## src/source/analog_pkg.sv

```systemverilog
/* widths, types, bus structs and register map of the analog core
   modules pull it in with a wildcard import in their header */
package analog_pkg;

  ////////////////////////////////////////////////////////////////////////////
  // widths and counts
  ////////////////////////////////////////////////////////////////////////////

  localparam int SMP_W      = 14;  // converter sample width
  localparam int MUL_W      = 16;  // calibration gain width
  localparam int GAIN_SHIFT = 14;  // gain fraction bits
  localparam int CHN_NUM    = 2;   // analog channels
  localparam int PDM_CHN    = 4;   // pdm outputs
  localparam int PDM_W      = 8;   // pdm level width
  localparam int REGION_NUM = 8;   // bus regions, addr[22:20]
  localparam int REGION_LSB = 20;

  typedef logic signed [SMP_W-1:0]      sample_t;      // two's complement
  typedef logic        [SMP_W-1:0]      raw_sample_t;  // offset binary, neg slope
  typedef logic signed [MUL_W-1:0]      gain_t;
  typedef logic        [PDM_W-1:0]      pdm_lvl_t;
  typedef logic        [31:0]           bus_word_t;
  typedef logic        [2:0]            region_t;
  typedef logic        [REGION_LSB-1:0] reg_offs_t;    // offset inside a region

  typedef struct packed {
    gain_t   gain;
    sample_t offset;
  } cal_cfg_t;

  // master -> every region
  typedef struct packed {
    bus_word_t  addr;
    bus_word_t  wdata;
    logic [3:0] sel;    // byte select
  } sys_req_t;

  // region -> decoder
  typedef struct packed {
    bus_word_t rdata;
    logic      err;
    logic      ack;
  } sys_rsp_t;

  ////////////////////////////////////////////////////////////////////////////
  // register map and reset values
  ////////////////////////////////////////////////////////////////////////////

  localparam bus_word_t REG_ID   = 32'h414e_0001;
  localparam gain_t     GAIN_ONE = gain_t'(1 << GAIN_SHIFT);  // unity gain
  localparam cal_cfg_t  CAL_RST  = '{gain: GAIN_ONE, offset: '0};  // identity

  // region 0, housekeeping
  localparam reg_offs_t HK_ID        = 'h00;  // read only
  localparam reg_offs_t HK_LED       = 'h04;
  localparam reg_offs_t HK_LOOP      = 'h08;
  localparam reg_offs_t HK_ADC_CAL_A = 'h10;  // cal words: gain [31:16], offset [13:0]
  localparam reg_offs_t HK_ADC_CAL_B = 'h14;
  localparam reg_offs_t HK_DAC_CAL_A = 'h18;
  localparam reg_offs_t HK_DAC_CAL_B = 'h1c;

  // region 1, pdm levels
  localparam reg_offs_t PDM_LVL_0 = 'h00;
  localparam reg_offs_t PDM_LVL_1 = 'h04;
  localparam reg_offs_t PDM_LVL_2 = 'h08;
  localparam reg_offs_t PDM_LVL_3 = 'h0c;

  // merge bus write data into an old word, lane by lane
  function automatic bus_word_t byte_merge(input bus_word_t old_w, input bus_word_t new_w,
                                           input logic [3:0] sel);
    bus_word_t res;
    res = old_w;
    for (int b = 0; b < 4; b++)
    begin
      if (sel[b])
        res[8*b +: 8] = new_w[8*b +: 8];
    end
    return res;
  endfunction

endpackage

```

## src/source/linear_cal.sv

```systemverilog
/* one-channel gain/offset calibration, two register stages
   out = sat(in * gain / 2^14 + offset) */
`timescale 1ns/1ps

module linear_cal
  import analog_pkg::*;
(
  input  logic     adc_clk,
  input  logic     top_rst,
  input  sample_t  dat_i,
  input  cal_cfg_t cfg_i,
  output sample_t  dat_o
);

  logic signed [SMP_W+MUL_W-1:0]          prod_q;  // full product, stage 1
  logic signed [SMP_W+MUL_W-GAIN_SHIFT-1:0] scaled;  // product / 2^14
  logic signed [SMP_W+MUL_W-GAIN_SHIFT:0]   sum;     // one guard bit for the offset
  logic [SMP_W+MUL_W-GAIN_SHIFT:SMP_W-1]  guard;   // must all match to fit
  sample_t                                sat;
  sample_t                                dat_q;

  // stage 1 product
  always_ff @(posedge adc_clk, posedge top_rst)
  begin
    if (top_rst)
      prod_q <= '0;
    else
      prod_q <= dat_i * cfg_i.gain;
  end

  assign scaled = prod_q[SMP_W+MUL_W-1:GAIN_SHIFT];  // arithmetic scale back
  assign sum    = scaled + cfg_i.offset;             // both signed, sign extended
  assign guard  = sum[SMP_W+MUL_W-GAIN_SHIFT:SMP_W-1];

  // clip to the 14-bit signed range
  always_comb
  begin
    if ((&guard) | ~(|guard))
      sat = sample_t'(sum[SMP_W-1:0]);
    else
      sat = {sum[SMP_W+MUL_W-GAIN_SHIFT], {(SMP_W-1){~sum[SMP_W+MUL_W-GAIN_SHIFT]}}};
  end

  // stage 2 result
  always_ff @(posedge adc_clk, posedge top_rst)
  begin
    if (top_rst)
      dat_q <= '0;
    else
      dat_q <= sat;
  end

  assign dat_o = dat_q;

endmodule

```

## src/source/sys_bus_decoder.sv

```systemverilog
/* splits the system bus into eight regions by addr[22:20], fans the strobes
   out to the two live regions and answers the six empty ones itself */
`timescale 1ns/1ps

module sys_bus_decoder
  import analog_pkg::*;
(
  input  logic     adc_clk,
  input  logic     top_rst,
  input  logic     sys_wen_i,
  input  logic     sys_ren_i,
  input  region_t  region_i,    // address field of the request
  output logic [1:0] wen_o,     // [0] housekeeping, [1] pdm
  output logic [1:0] ren_o,
  input  sys_rsp_t rsp_hk_i,
  input  sys_rsp_t rsp_pdm_i,
  output sys_rsp_t sys_rsp_o
);

  logic [REGION_NUM-1:0] region_oh;  // one-hot region select
  logic                  strobe;
  region_t               region_q;   // region of the pending access
  logic                  empty_ack;  // ack for regions 2..7

  assign region_oh = {{(REGION_NUM-1){1'b0}}, 1'b1} << region_i;
  assign strobe    = sys_wen_i | sys_ren_i;

  // only the addressed live region sees the strobe
  assign wen_o = region_oh[1:0] & {2{sys_wen_i}};
  assign ren_o = region_oh[1:0] & {2{sys_ren_i}};

  always_ff @(posedge adc_clk, posedge top_rst)
  begin
    if (top_rst)
    begin
      region_q  <= '0;
      empty_ack <= 1'b0;
    end
    else
    begin
      if (strobe)
        region_q <= region_i;  // pairs the response with its request
      empty_ack <= strobe & (|region_oh[REGION_NUM-1:2]);
    end
  end

  // response mux, keyed by the remembered region
  always_comb
  begin
    case (region_q)
      region_t'(0): sys_rsp_o = rsp_hk_i;
      region_t'(1): sys_rsp_o = rsp_pdm_i;
      default:      sys_rsp_o = '{rdata: '0, err: 1'b0, ack: empty_ack};  // empty
    endcase
  end

endmodule

```

## src/source/housekeeping_regs.sv

```systemverilog
/* region 0 register file: ID word, LEDs, digital loopback and the gain/offset
   calibration of both ADC and both DAC channels */
`timescale 1ns/1ps

module housekeeping_regs
  import analog_pkg::*;
(
  input  logic                    adc_clk,
  input  logic                    top_rst,
  input  sys_req_t                sys_req_i,
  input  logic                    wen_i,
  input  logic                    ren_i,
  output sys_rsp_t                sys_rsp_o,
  output logic [7:0]              led_o,
  output logic                    digital_loop_o,
  output cal_cfg_t [CHN_NUM-1:0]  adc_cal_o,
  output cal_cfg_t [CHN_NUM-1:0]  dac_cal_o
);

  reg_offs_t              offs;
  logic                   hit;        // offset is mapped
  bus_word_t              rd_word;    // current value at offs
  bus_word_t              wr_word;    // rd_word with write lanes merged in
  logic [7:0]             led_q;
  logic                   loop_q;
  cal_cfg_t [CHN_NUM-1:0] adc_cal_q;
  cal_cfg_t [CHN_NUM-1:0] dac_cal_q;
  logic                   rsp_ack;
  logic                   rsp_err;
  bus_word_t              rsp_rdata;

  // calibration word layout, gain [31:16] and offset [13:0]
  function automatic bus_word_t cal_pack(input cal_cfg_t c);
    return {c.gain, 2'b00, c.offset};
  endfunction

  function automatic cal_cfg_t cal_unpack(input bus_word_t w);
    return '{gain: gain_t'(w[31:16]), offset: sample_t'(w[SMP_W-1:0])};
  endfunction

  assign offs = sys_req_i.addr[REGION_LSB-1:0];

  ////////////////////////////////////////////////////////////////////////////
  // read view and write merge
  ////////////////////////////////////////////////////////////////////////////

  always_comb
  begin
    hit = 1'b1;
    case (offs)
      HK_ID:        rd_word = REG_ID;
      HK_LED:       rd_word = bus_word_t'(led_q);
      HK_LOOP:      rd_word = bus_word_t'(loop_q);
      HK_ADC_CAL_A: rd_word = cal_pack(adc_cal_q[0]);
      HK_ADC_CAL_B: rd_word = cal_pack(adc_cal_q[1]);
      HK_DAC_CAL_A: rd_word = cal_pack(dac_cal_q[0]);
      HK_DAC_CAL_B: rd_word = cal_pack(dac_cal_q[1]);
      default:
      begin
        rd_word = '0;  // unmapped reads as zero
        hit     = 1'b0;
      end
    endcase
  end

  assign wr_word = byte_merge(rd_word, sys_req_i.wdata, sys_req_i.sel);

  always_ff @(posedge adc_clk, posedge top_rst)
  begin
    if (top_rst)
    begin
      led_q     <= '0;
      loop_q    <= 1'b0;
      adc_cal_q <= {CHN_NUM{CAL_RST}};
      dac_cal_q <= {CHN_NUM{CAL_RST}};
    end
    else if (wen_i)
    begin
      case (offs)  // HK_ID and unmapped offsets drop the write
        HK_LED:       led_q        <= wr_word[7:0];
        HK_LOOP:      loop_q       <= wr_word[0];
        HK_ADC_CAL_A: adc_cal_q[0] <= cal_unpack(wr_word);
        HK_ADC_CAL_B: adc_cal_q[1] <= cal_unpack(wr_word);
        HK_DAC_CAL_A: dac_cal_q[0] <= cal_unpack(wr_word);
        HK_DAC_CAL_B: dac_cal_q[1] <= cal_unpack(wr_word);
        default:      ;
      endcase
    end
  end

  ////////////////////////////////////////////////////////////////////////////
  // bus response, one cycle after the strobe
  ////////////////////////////////////////////////////////////////////////////

  always_ff @(posedge adc_clk, posedge top_rst)
  begin
    if (top_rst)
    begin
      rsp_ack <= 1'b0;
      rsp_err <= 1'b0;
    end
    else
    begin
      rsp_ack <= wen_i | ren_i;
      rsp_err <= (wen_i | ren_i) & ~hit;
    end
  end

  always_ff @(posedge adc_clk)
    rsp_rdata <= ren_i ? rd_word : '0;

  assign sys_rsp_o      = '{rdata: rsp_rdata, err: rsp_err, ack: rsp_ack};
  assign led_o          = led_q;
  assign digital_loop_o = loop_q;
  assign adc_cal_o      = adc_cal_q;
  assign dac_cal_o      = dac_cal_q;

endmodule

```

## src/source/analog_frontend.sv

```systemverilog
/* ADC capture and format conversion, digital loopback mux, DAC calibration
   and format conversion; the generator samples enter in two's complement */
`timescale 1ns/1ps

module analog_frontend
  import analog_pkg::*;
(
  input  logic                      adc_clk,
  input  logic                      top_rst,
  input  raw_sample_t [CHN_NUM-1:0] adc_raw_i,
  input  sample_t     [CHN_NUM-1:0] gen_dat_i,
  input  logic                      digital_loop_i,
  input  cal_cfg_t    [CHN_NUM-1:0] adc_cal_i,
  input  cal_cfg_t    [CHN_NUM-1:0] dac_cal_i,
  output sample_t     [CHN_NUM-1:0] adc_dat_o,
  output raw_sample_t [CHN_NUM-1:0] dac_raw_o
);

  sample_t [CHN_NUM-1:0] adc_cap_q;  // converted capture
  sample_t [CHN_NUM-1:0] adc_mux;    // calibration input
  sample_t [CHN_NUM-1:0] dac_cal;    // calibrated generator data

  // offset binary with negative slope <-> two's complement, same both ways
  function automatic logic [SMP_W-1:0] slope_flip(input logic [SMP_W-1:0] x);
    return {x[SMP_W-1], ~x[SMP_W-2:0]};
  endfunction

  ////////////////////////////////////////////////////////////////////////////
  // ADC side
  ////////////////////////////////////////////////////////////////////////////

  always_ff @(posedge adc_clk, posedge top_rst)
  begin
    if (top_rst)
      adc_cap_q <= '0;
    else
      for (int ch = 0; ch < CHN_NUM; ch++)
        adc_cap_q[ch] <= sample_t'(slope_flip(adc_raw_i[ch]));
  end

  assign adc_mux = digital_loop_i ? dac_cal : adc_cap_q;  // loopback skips the pins

  ////////////////////////////////////////////////////////////////////////////
  // DAC side
  ////////////////////////////////////////////////////////////////////////////

  always_ff @(posedge adc_clk, posedge top_rst)
  begin
    if (top_rst)
      dac_raw_o <= '0;
    else
      for (int ch = 0; ch < CHN_NUM; ch++)
        dac_raw_o[ch] <= raw_sample_t'(slope_flip(dac_cal[ch]));  // output register
  end

  // calibration per channel, adc and dac
  for (genvar ch = 0; ch < CHN_NUM; ch++)
  begin : g_chn
    linear_cal i_adc_cal (
      .adc_clk (adc_clk),
      .top_rst (top_rst),
      .dat_i   (adc_mux[ch]),
      .cfg_i   (adc_cal_i[ch]),
      .dat_o   (adc_dat_o[ch])
    );

    linear_cal i_dac_cal (
      .adc_clk (adc_clk),
      .top_rst (top_rst),
      .dat_i   (gen_dat_i[ch]),
      .cfg_i   (dac_cal_i[ch]),
      .dat_o   (dac_cal[ch])
    );
  end

endmodule

```

## src/source/pdm_outputs.sv

```systemverilog
/* region 1: four bus-writable PDM levels, each driving a first-order
   pulse-density modulator whose output is the accumulator carry */
`timescale 1ns/1ps

module pdm_outputs
  import analog_pkg::*;
(
  input  logic               adc_clk,
  input  logic               top_rst,
  input  sys_req_t           sys_req_i,
  input  logic               wen_i,
  input  logic               ren_i,
  output sys_rsp_t           sys_rsp_o,
  output logic [PDM_CHN-1:0] dac_pwm_o
);

  reg_offs_t                    offs;
  logic                         hit;
  logic [$clog2(PDM_CHN)-1:0]   idx;      // addressed level
  bus_word_t                    rd_word;
  bus_word_t                    wr_word;
  pdm_lvl_t [PDM_CHN-1:0]       lvl_q;
  pdm_lvl_t [PDM_CHN-1:0]       acc_q;    // modulator accumulators
  logic     [PDM_CHN-1:0]       pwm_q;
  logic                         rsp_ack;
  logic                         rsp_err;
  bus_word_t                    rsp_rdata;

  assign offs = sys_req_i.addr[REGION_LSB-1:0];

  always_comb
  begin
    hit = 1'b1;
    idx = '0;
    case (offs)
      PDM_LVL_0: idx = 2'd0;
      PDM_LVL_1: idx = 2'd1;
      PDM_LVL_2: idx = 2'd2;
      PDM_LVL_3: idx = 2'd3;
      default:   hit = 1'b0;
    endcase
    rd_word = hit ? bus_word_t'(lvl_q[idx]) : '0;
  end

  assign wr_word = byte_merge(rd_word, sys_req_i.wdata, sys_req_i.sel);

  ////////////////////////////////////////////////////////////////////////////
  // levels and bus response
  ////////////////////////////////////////////////////////////////////////////

  always_ff @(posedge adc_clk, posedge top_rst)
  begin
    if (top_rst)
    begin
      lvl_q   <= '0;
      rsp_ack <= 1'b0;
      rsp_err <= 1'b0;
    end
    else
    begin
      if (wen_i & hit)
        lvl_q[idx] <= wr_word[PDM_W-1:0];
      rsp_ack <= wen_i | ren_i;
      rsp_err <= (wen_i | ren_i) & ~hit;  // unmapped offset
    end
  end

  always_ff @(posedge adc_clk)
    rsp_rdata <= ren_i ? rd_word : '0;

  assign sys_rsp_o = '{rdata: rsp_rdata, err: rsp_err, ack: rsp_ack};

  ////////////////////////////////////////////////////////////////////////////
  // modulators
  ////////////////////////////////////////////////////////////////////////////

  // carry out of acc + level, high level times per 256 cycles
  always_ff @(posedge adc_clk, posedge top_rst)
  begin
    if (top_rst)
    begin
      acc_q <= '0;
      pwm_q <= '0;
    end
    else
      for (int ch = 0; ch < PDM_CHN; ch++)
        {pwm_q[ch], acc_q[ch]} <= {1'b0, acc_q[ch]} + {1'b0, lvl_q[ch]};
  end

  assign dac_pwm_o = pwm_q;

endmodule

```

## src/source/analog_top.sv

```systemverilog
/* analog core top: bus decoder, housekeeping, ADC/DAC frontend and PDM
   outputs, all on adc_clk with top_rst */
`timescale 1ns/1ps

module analog_top
  import analog_pkg::*;
(
  input  logic                      adc_clk,
  input  logic                      top_rst,
  // system bus
  input  sys_req_t                  sys_req_i,
  input  logic                      sys_wen_i,
  input  logic                      sys_ren_i,
  output sys_rsp_t                  sys_rsp_o,
  // converters
  input  raw_sample_t [CHN_NUM-1:0] adc_raw_i,
  input  sample_t     [CHN_NUM-1:0] gen_dat_i,   // generator samples
  output sample_t     [CHN_NUM-1:0] adc_dat_o,
  output raw_sample_t [CHN_NUM-1:0] dac_raw_o,
  output logic        [PDM_CHN-1:0] dac_pwm_o,
  output logic        [7:0]         led_o
);

  region_t                region;
  logic [1:0]             wen;           // [0] hk, [1] pdm
  logic [1:0]             ren;
  sys_rsp_t               rsp_hk;
  sys_rsp_t               rsp_pdm;
  logic                   digital_loop;
  cal_cfg_t [CHN_NUM-1:0] adc_cal;
  cal_cfg_t [CHN_NUM-1:0] dac_cal;

  assign region = sys_req_i.addr[REGION_LSB +: $bits(region_t)];

  sys_bus_decoder i_dec (
    .adc_clk   (adc_clk),
    .top_rst   (top_rst),
    .sys_wen_i (sys_wen_i),
    .sys_ren_i (sys_ren_i),
    .region_i  (region),
    .wen_o     (wen),
    .ren_o     (ren),
    .rsp_hk_i  (rsp_hk),
    .rsp_pdm_i (rsp_pdm),
    .sys_rsp_o (sys_rsp_o)
  );

  housekeeping_regs i_hk (
    .adc_clk        (adc_clk),
    .top_rst        (top_rst),
    .sys_req_i      (sys_req_i),
    .wen_i          (wen[0]),
    .ren_i          (ren[0]),
    .sys_rsp_o      (rsp_hk),
    .led_o          (led_o),
    .digital_loop_o (digital_loop),
    .adc_cal_o      (adc_cal),
    .dac_cal_o      (dac_cal)
  );

  analog_frontend i_afe (
    .adc_clk        (adc_clk),
    .top_rst        (top_rst),
    .adc_raw_i      (adc_raw_i),
    .gen_dat_i      (gen_dat_i),
    .digital_loop_i (digital_loop),
    .adc_cal_i      (adc_cal),
    .dac_cal_i      (dac_cal),
    .adc_dat_o      (adc_dat_o),
    .dac_raw_o      (dac_raw_o)
  );

  pdm_outputs i_pdm (
    .adc_clk   (adc_clk),
    .top_rst   (top_rst),
    .sys_req_i (sys_req_i),
    .wen_i     (wen[1]),
    .ren_i     (ren[1]),
    .sys_rsp_o (rsp_pdm),
    .dac_pwm_o (dac_pwm_o)
  );

endmodule

```

## config.mk

```make
export PLATFORM = sky130hd
export DESIGN_NAME = analog_top
export DESIGN_NICKNAME = d
export VERILOG_FILES = /design/src/source/analog_pkg.sv /design/src/source/linear_cal.sv /design/src/source/sys_bus_decoder.sv /design/src/source/housekeeping_regs.sv /design/src/source/analog_frontend.sv /design/src/source/pdm_outputs.sv /design/src/source/analog_top.sv
export SDC_FILE = /design/constraint.sdc
export NUM_CORES = 2
export LEC_CHECK = 0
export ABC_AREA = 1
export BUFFER_PORTS_ARGS = -buffer_cell sky130_fd_sc_hd__buf_2
export CAP_MARGIN = 10
export CORE_MARGIN = 2
export CORE_UTILIZATION = 60
export DETAILED_ROUTE_END_ITERATION = 8
export PLACE_DENSITY = 0.83
export SYNTH_ARGS = -nofsm -noshare
export SYNTH_HDL_FRONTEND = slang
export SYNTH_HIERARCHICAL = 1
export SYNTH_SLANG_ARGS = --single-unit
```

## constraint.sdc

```tcl
create_clock -name adc_clk -period 15.35 [get_ports adc_clk]
set_input_delay 0.7675 -clock adc_clk [delete_from_list [all_inputs] [get_ports adc_clk]]
set_output_delay 0.7675 -clock adc_clk [all_outputs]
set_load 0.05 [all_outputs]
```

==> impl_metrics.json <==
{
  "status": "complete, no violations",
  "grt_max_degree": 80,
  "gr-total-overflow": 0,
  "cp_cell_sequence": "buf_4 -> inv_2 -> nand2_1 -> nand2_1 -> nand2_1 -> fa_1 -> inv_1 -> fa_1 -> inv_1 -> fa_1 -> fa_1 -> fa_1 -> inv_1 -> fa_1 -> ha_1 -> a21oi_1 -> o21ai_0 -> a21oi_1 -> o21ai_0 -> a21oi_1 -> nand2_1 -> nand2_1 -> nand2_1",
  "tns_ns": 0,
  "synthMostInstantiatedCell": "nand2_1",
  "cts.clk_slew.worst_paths_ns": 0.06,
  "cts_sinks": 419,
  "use_met3_pct": 7.91,
  "die-area_um2": 98700,
  "root_buffer": "clkbuf_16",
  "portBuffers": 216,
  "grt_first_pass_wirelength_um": 258000,
  "yosysTopAreaCell": "fa_1",
  "crit_fanout": 30,
  "hpwl_um": 129000,
  "fp-row-count": 113,
  "use_met1_pct": 42.6,
  "clock.fmax_mhz": 134,
  "final_max_slew_viol_count": 0,
  "vias": 47900,
  "cts_tree": "built",
  "ys_top_cells_by_area": "fa_1 31%, dfrtp_1 16%, nand2_1 14%, inv_1 12%, ha_1 8.0%",
  "vias_per_cell": 5.42,
  "skew_ns": 0.0571,
  "cts.htree.levels": 2,
  "rsz0062_at_grt": "no",
  "critical_path_class": "reg2reg",
  "dr.pass1.iters": 6,
  "reg2reg_from": "i_hk/digital_loop_o$_DFFE_PP0P_",
  "busiest_layer": "met2",
  "synthArstFlopShare_pct": 90.9,
  "initial_core_util_pct": 60.7,
  "hold_viol": 0,
  "numCtsBuffers": 48,
  "cts_hold_buf": 0,
  "syn_area_um2": 57700,
  "drive_gt1_share_pct": 7.63,
  "endpoint_kind": "flip-flop",
  "slew_headroom_pct": 18.7,
  "synth_seq_area_share_pct": 17.8,
  "worstSkewPairLatency_ns": 0.66,
  "remaining_drc_errors": 0,
  "gp_congestion": 0.989,
  "grt_pass1_vias": 49900,
  "cp_slowest_cell": "fa_1",
  "area_delta_synth_final_pct": 5.81,
  "fin_nets": 8901,
  "synth_flop_cell": "dfrtp_1",
  "synth_cell_types": 60,
  "drtIter0Drc": 4253,
  "start_kind": "flip-flop",
  "multiInputGateArea_um2": 39200,
  "ant_nets": 0,
  "period_share_pct": 48.7,
  "fp.dieW_um": 314,
  "ys_seq_elements": 419,
  "setup_violations": 0,
  "cts_setup_buffers": 0,
  "r2r_cells": 23,
  "clock_path_buffers": 3,
  "totalWireLength_um": 160000,
  "p_leak_uw": 0.0367,
  "regArea_um2": 10300,
  "num_io_pins": 230,
  "power_density_nw_per_um2": 46.3,
  "slowest_delay_ns": 0.91,
  "cts_resized": 0,
  "crit_start": "i_hk/digital_loop_o$_DFFE_PP0P_",
  "arrival_ns": 8.02,
  "wl_per_cell_um": 18.1,
  "syn_avg_cell_area_um2": 7.72,
  "core_um2": 95200,
  "hold_class": "in2reg",
  "grt_usage_pct": 33.3,
  "finalWorstPathRequiredPeriod_ns": 7.47,
  "die_h_um": 314,
  "fill_cells": 7902,
  "p_total_uw": 2820,
  "whs_ns": 0.220,
  "required_ns": 15.90,
  "postLayoutCellArea_um2": 61100,
  "hp-start": "adc_raw_i[27]",
  "drv_cap": 0,
  "ir_worst_vdd_mv": 0.0951,
  "use_met2_pct": 52.8,
  "synth_top_area_share_pct": 30.5,
  "synth.top_cells.by_count": "2224 x nand2_1, 1789 x inv_1, 880 x fa_1",
  "synth_edf_count": 0,
  "grt_antenna_before_repair": 8,
  "hold_depth": 1,
  "synth.yosys.warnings": 6,
  "synth_cells": 7480,
  "tightest_slew_ns": 1.21,
  "dpl_cell_area_um2": 59300
}
report_power, final:
group | internal (µW) | switching, µW | leakage (µW)
clock network | 724 | 522 | 0.000827
logic | 108 | 309 | 0.0306
registers | 1140 | 26.5 | 0.00520
total | 1970 | 857 | 0.0367
routing by layer:
metal / part of all wire (%) / wire length (µm)
met1: 38 / 61300
met2: 46 / 72900
met3: 10 / 16200
met4: 6.0 / 9530
met5: 0.028 / 45
flip-flops by register name, summed over array words and instances (netlist names), 28 cells and up:
register and count:
i_afe/adc_cap_q 28, i_afe/dac_raw_o 28, i_afe/g_chn.i_adc_cal/dat_o 28, i_afe/g_chn.i_adc_cal/prod_q 32, i_afe/g_chn.i_dac_cal/dat_o 28, i_afe/g_chn.i_dac_cal/prod_q 32
i_hk/adc_cal_o 60, i_hk/dac_cal_o 60, i_hk/rsp_rdata 30, i_pdm/acc_q 32, i_pdm/lvl_q 32
kinds of logic (layout without fill, tap and decap cells):
kind of cell	count (synthesis)	after routing	synth area share (%)
other	2	27	0.0130
XOR/XNOR	142	142	2.15
flip-flops	419	419	17.8
AO/OA/AOI/OAI	382	382	3.80
AND/OR/NAND/NOR	3180	3180	23.3
buffers and inverters	2107	2168	14.3
adder cells (fa/ha/maj)	1248	1248	38.5
critical path: cells and delay by family (launching register included):
kind                       cells  cell delay, ns
adders and majority gates      7            3.89
buffers and inverters          5            1.03
AOI/OAI and AO/OA              5            0.88
and+or+nand+nor                6            1.16
DFF                            1            0.37
path summary, 6_finish.rpt:
check,end,slack (ns)
setup reg to reg,i_afe/g_chn[0].i_adc_cal/prod_q[28]$_DFF_PP0_,7.88
min in group asynchronous,i_dec/empty_ack$_DFF_PP0_,0.28
hold / removal,i_afe/adc_cap_q[27]$_DFF_PP0_,0.22
max in group asynchronous,i_hk/dac_cal_o[54]$_DFFE_PP0P_,13.48
hold reg to reg,i_afe/dac_raw_o[27]$_DFF_PP0_,0.43
setup / recovery,i_afe/g_chn[0].i_adc_cal/prod_q[28]$_DFF_PP0_,7.88
through the flow:
| step | setup WS, ns | utilization (%) | std cells |
|---|---|---|---|
| after detailed placement | 7.94 | 62.3 | 8738 |
| after global placement | 8.08 | 62.3 | 8738 |
| after CTS | 7.96 | 64.1 | 8828 |
| after global routing | 7.36 | 64.2 | 8831 |
| final | 7.88 | 64.2 | 8831 |
| after floorplan | 9.19 | - | 7504 |
cell usage in the layout, fill, tap and decap left out, types with 19 or more instances in the layout:
cell type,instances
inv_2,37
fa_1,880
or2_2,56
nand2_2,52
dfrtp_1,377
dfxtp_1,38
nand4_1,72
conb_1,26
nand3_1,337
nand2_1,2224
a21o_1,19
xor2_1,94
clkbuf_16,48
nor3_1,23
o21ai_0,87
inv_1,1786
a21oi_1,183
nand3_2,42
buf_4,29
nor2_1,303
ha_1,368
buf_2,216
xnor2_1,48
layout make-up:
type / instances / area share [%]
diodes: 1 / 0.00410
clock buffers: 63 / 2.17
clock inverters: 27 / 0.654
well taps: 1265 / 2.59
multi-input cells: 4978 / 64.3
flip-flops and latches: 419 / 16.9
inverters: 1831 / 11.3
repair buffers: 247 / 2.18
Power figures use the tool's default switching activity.
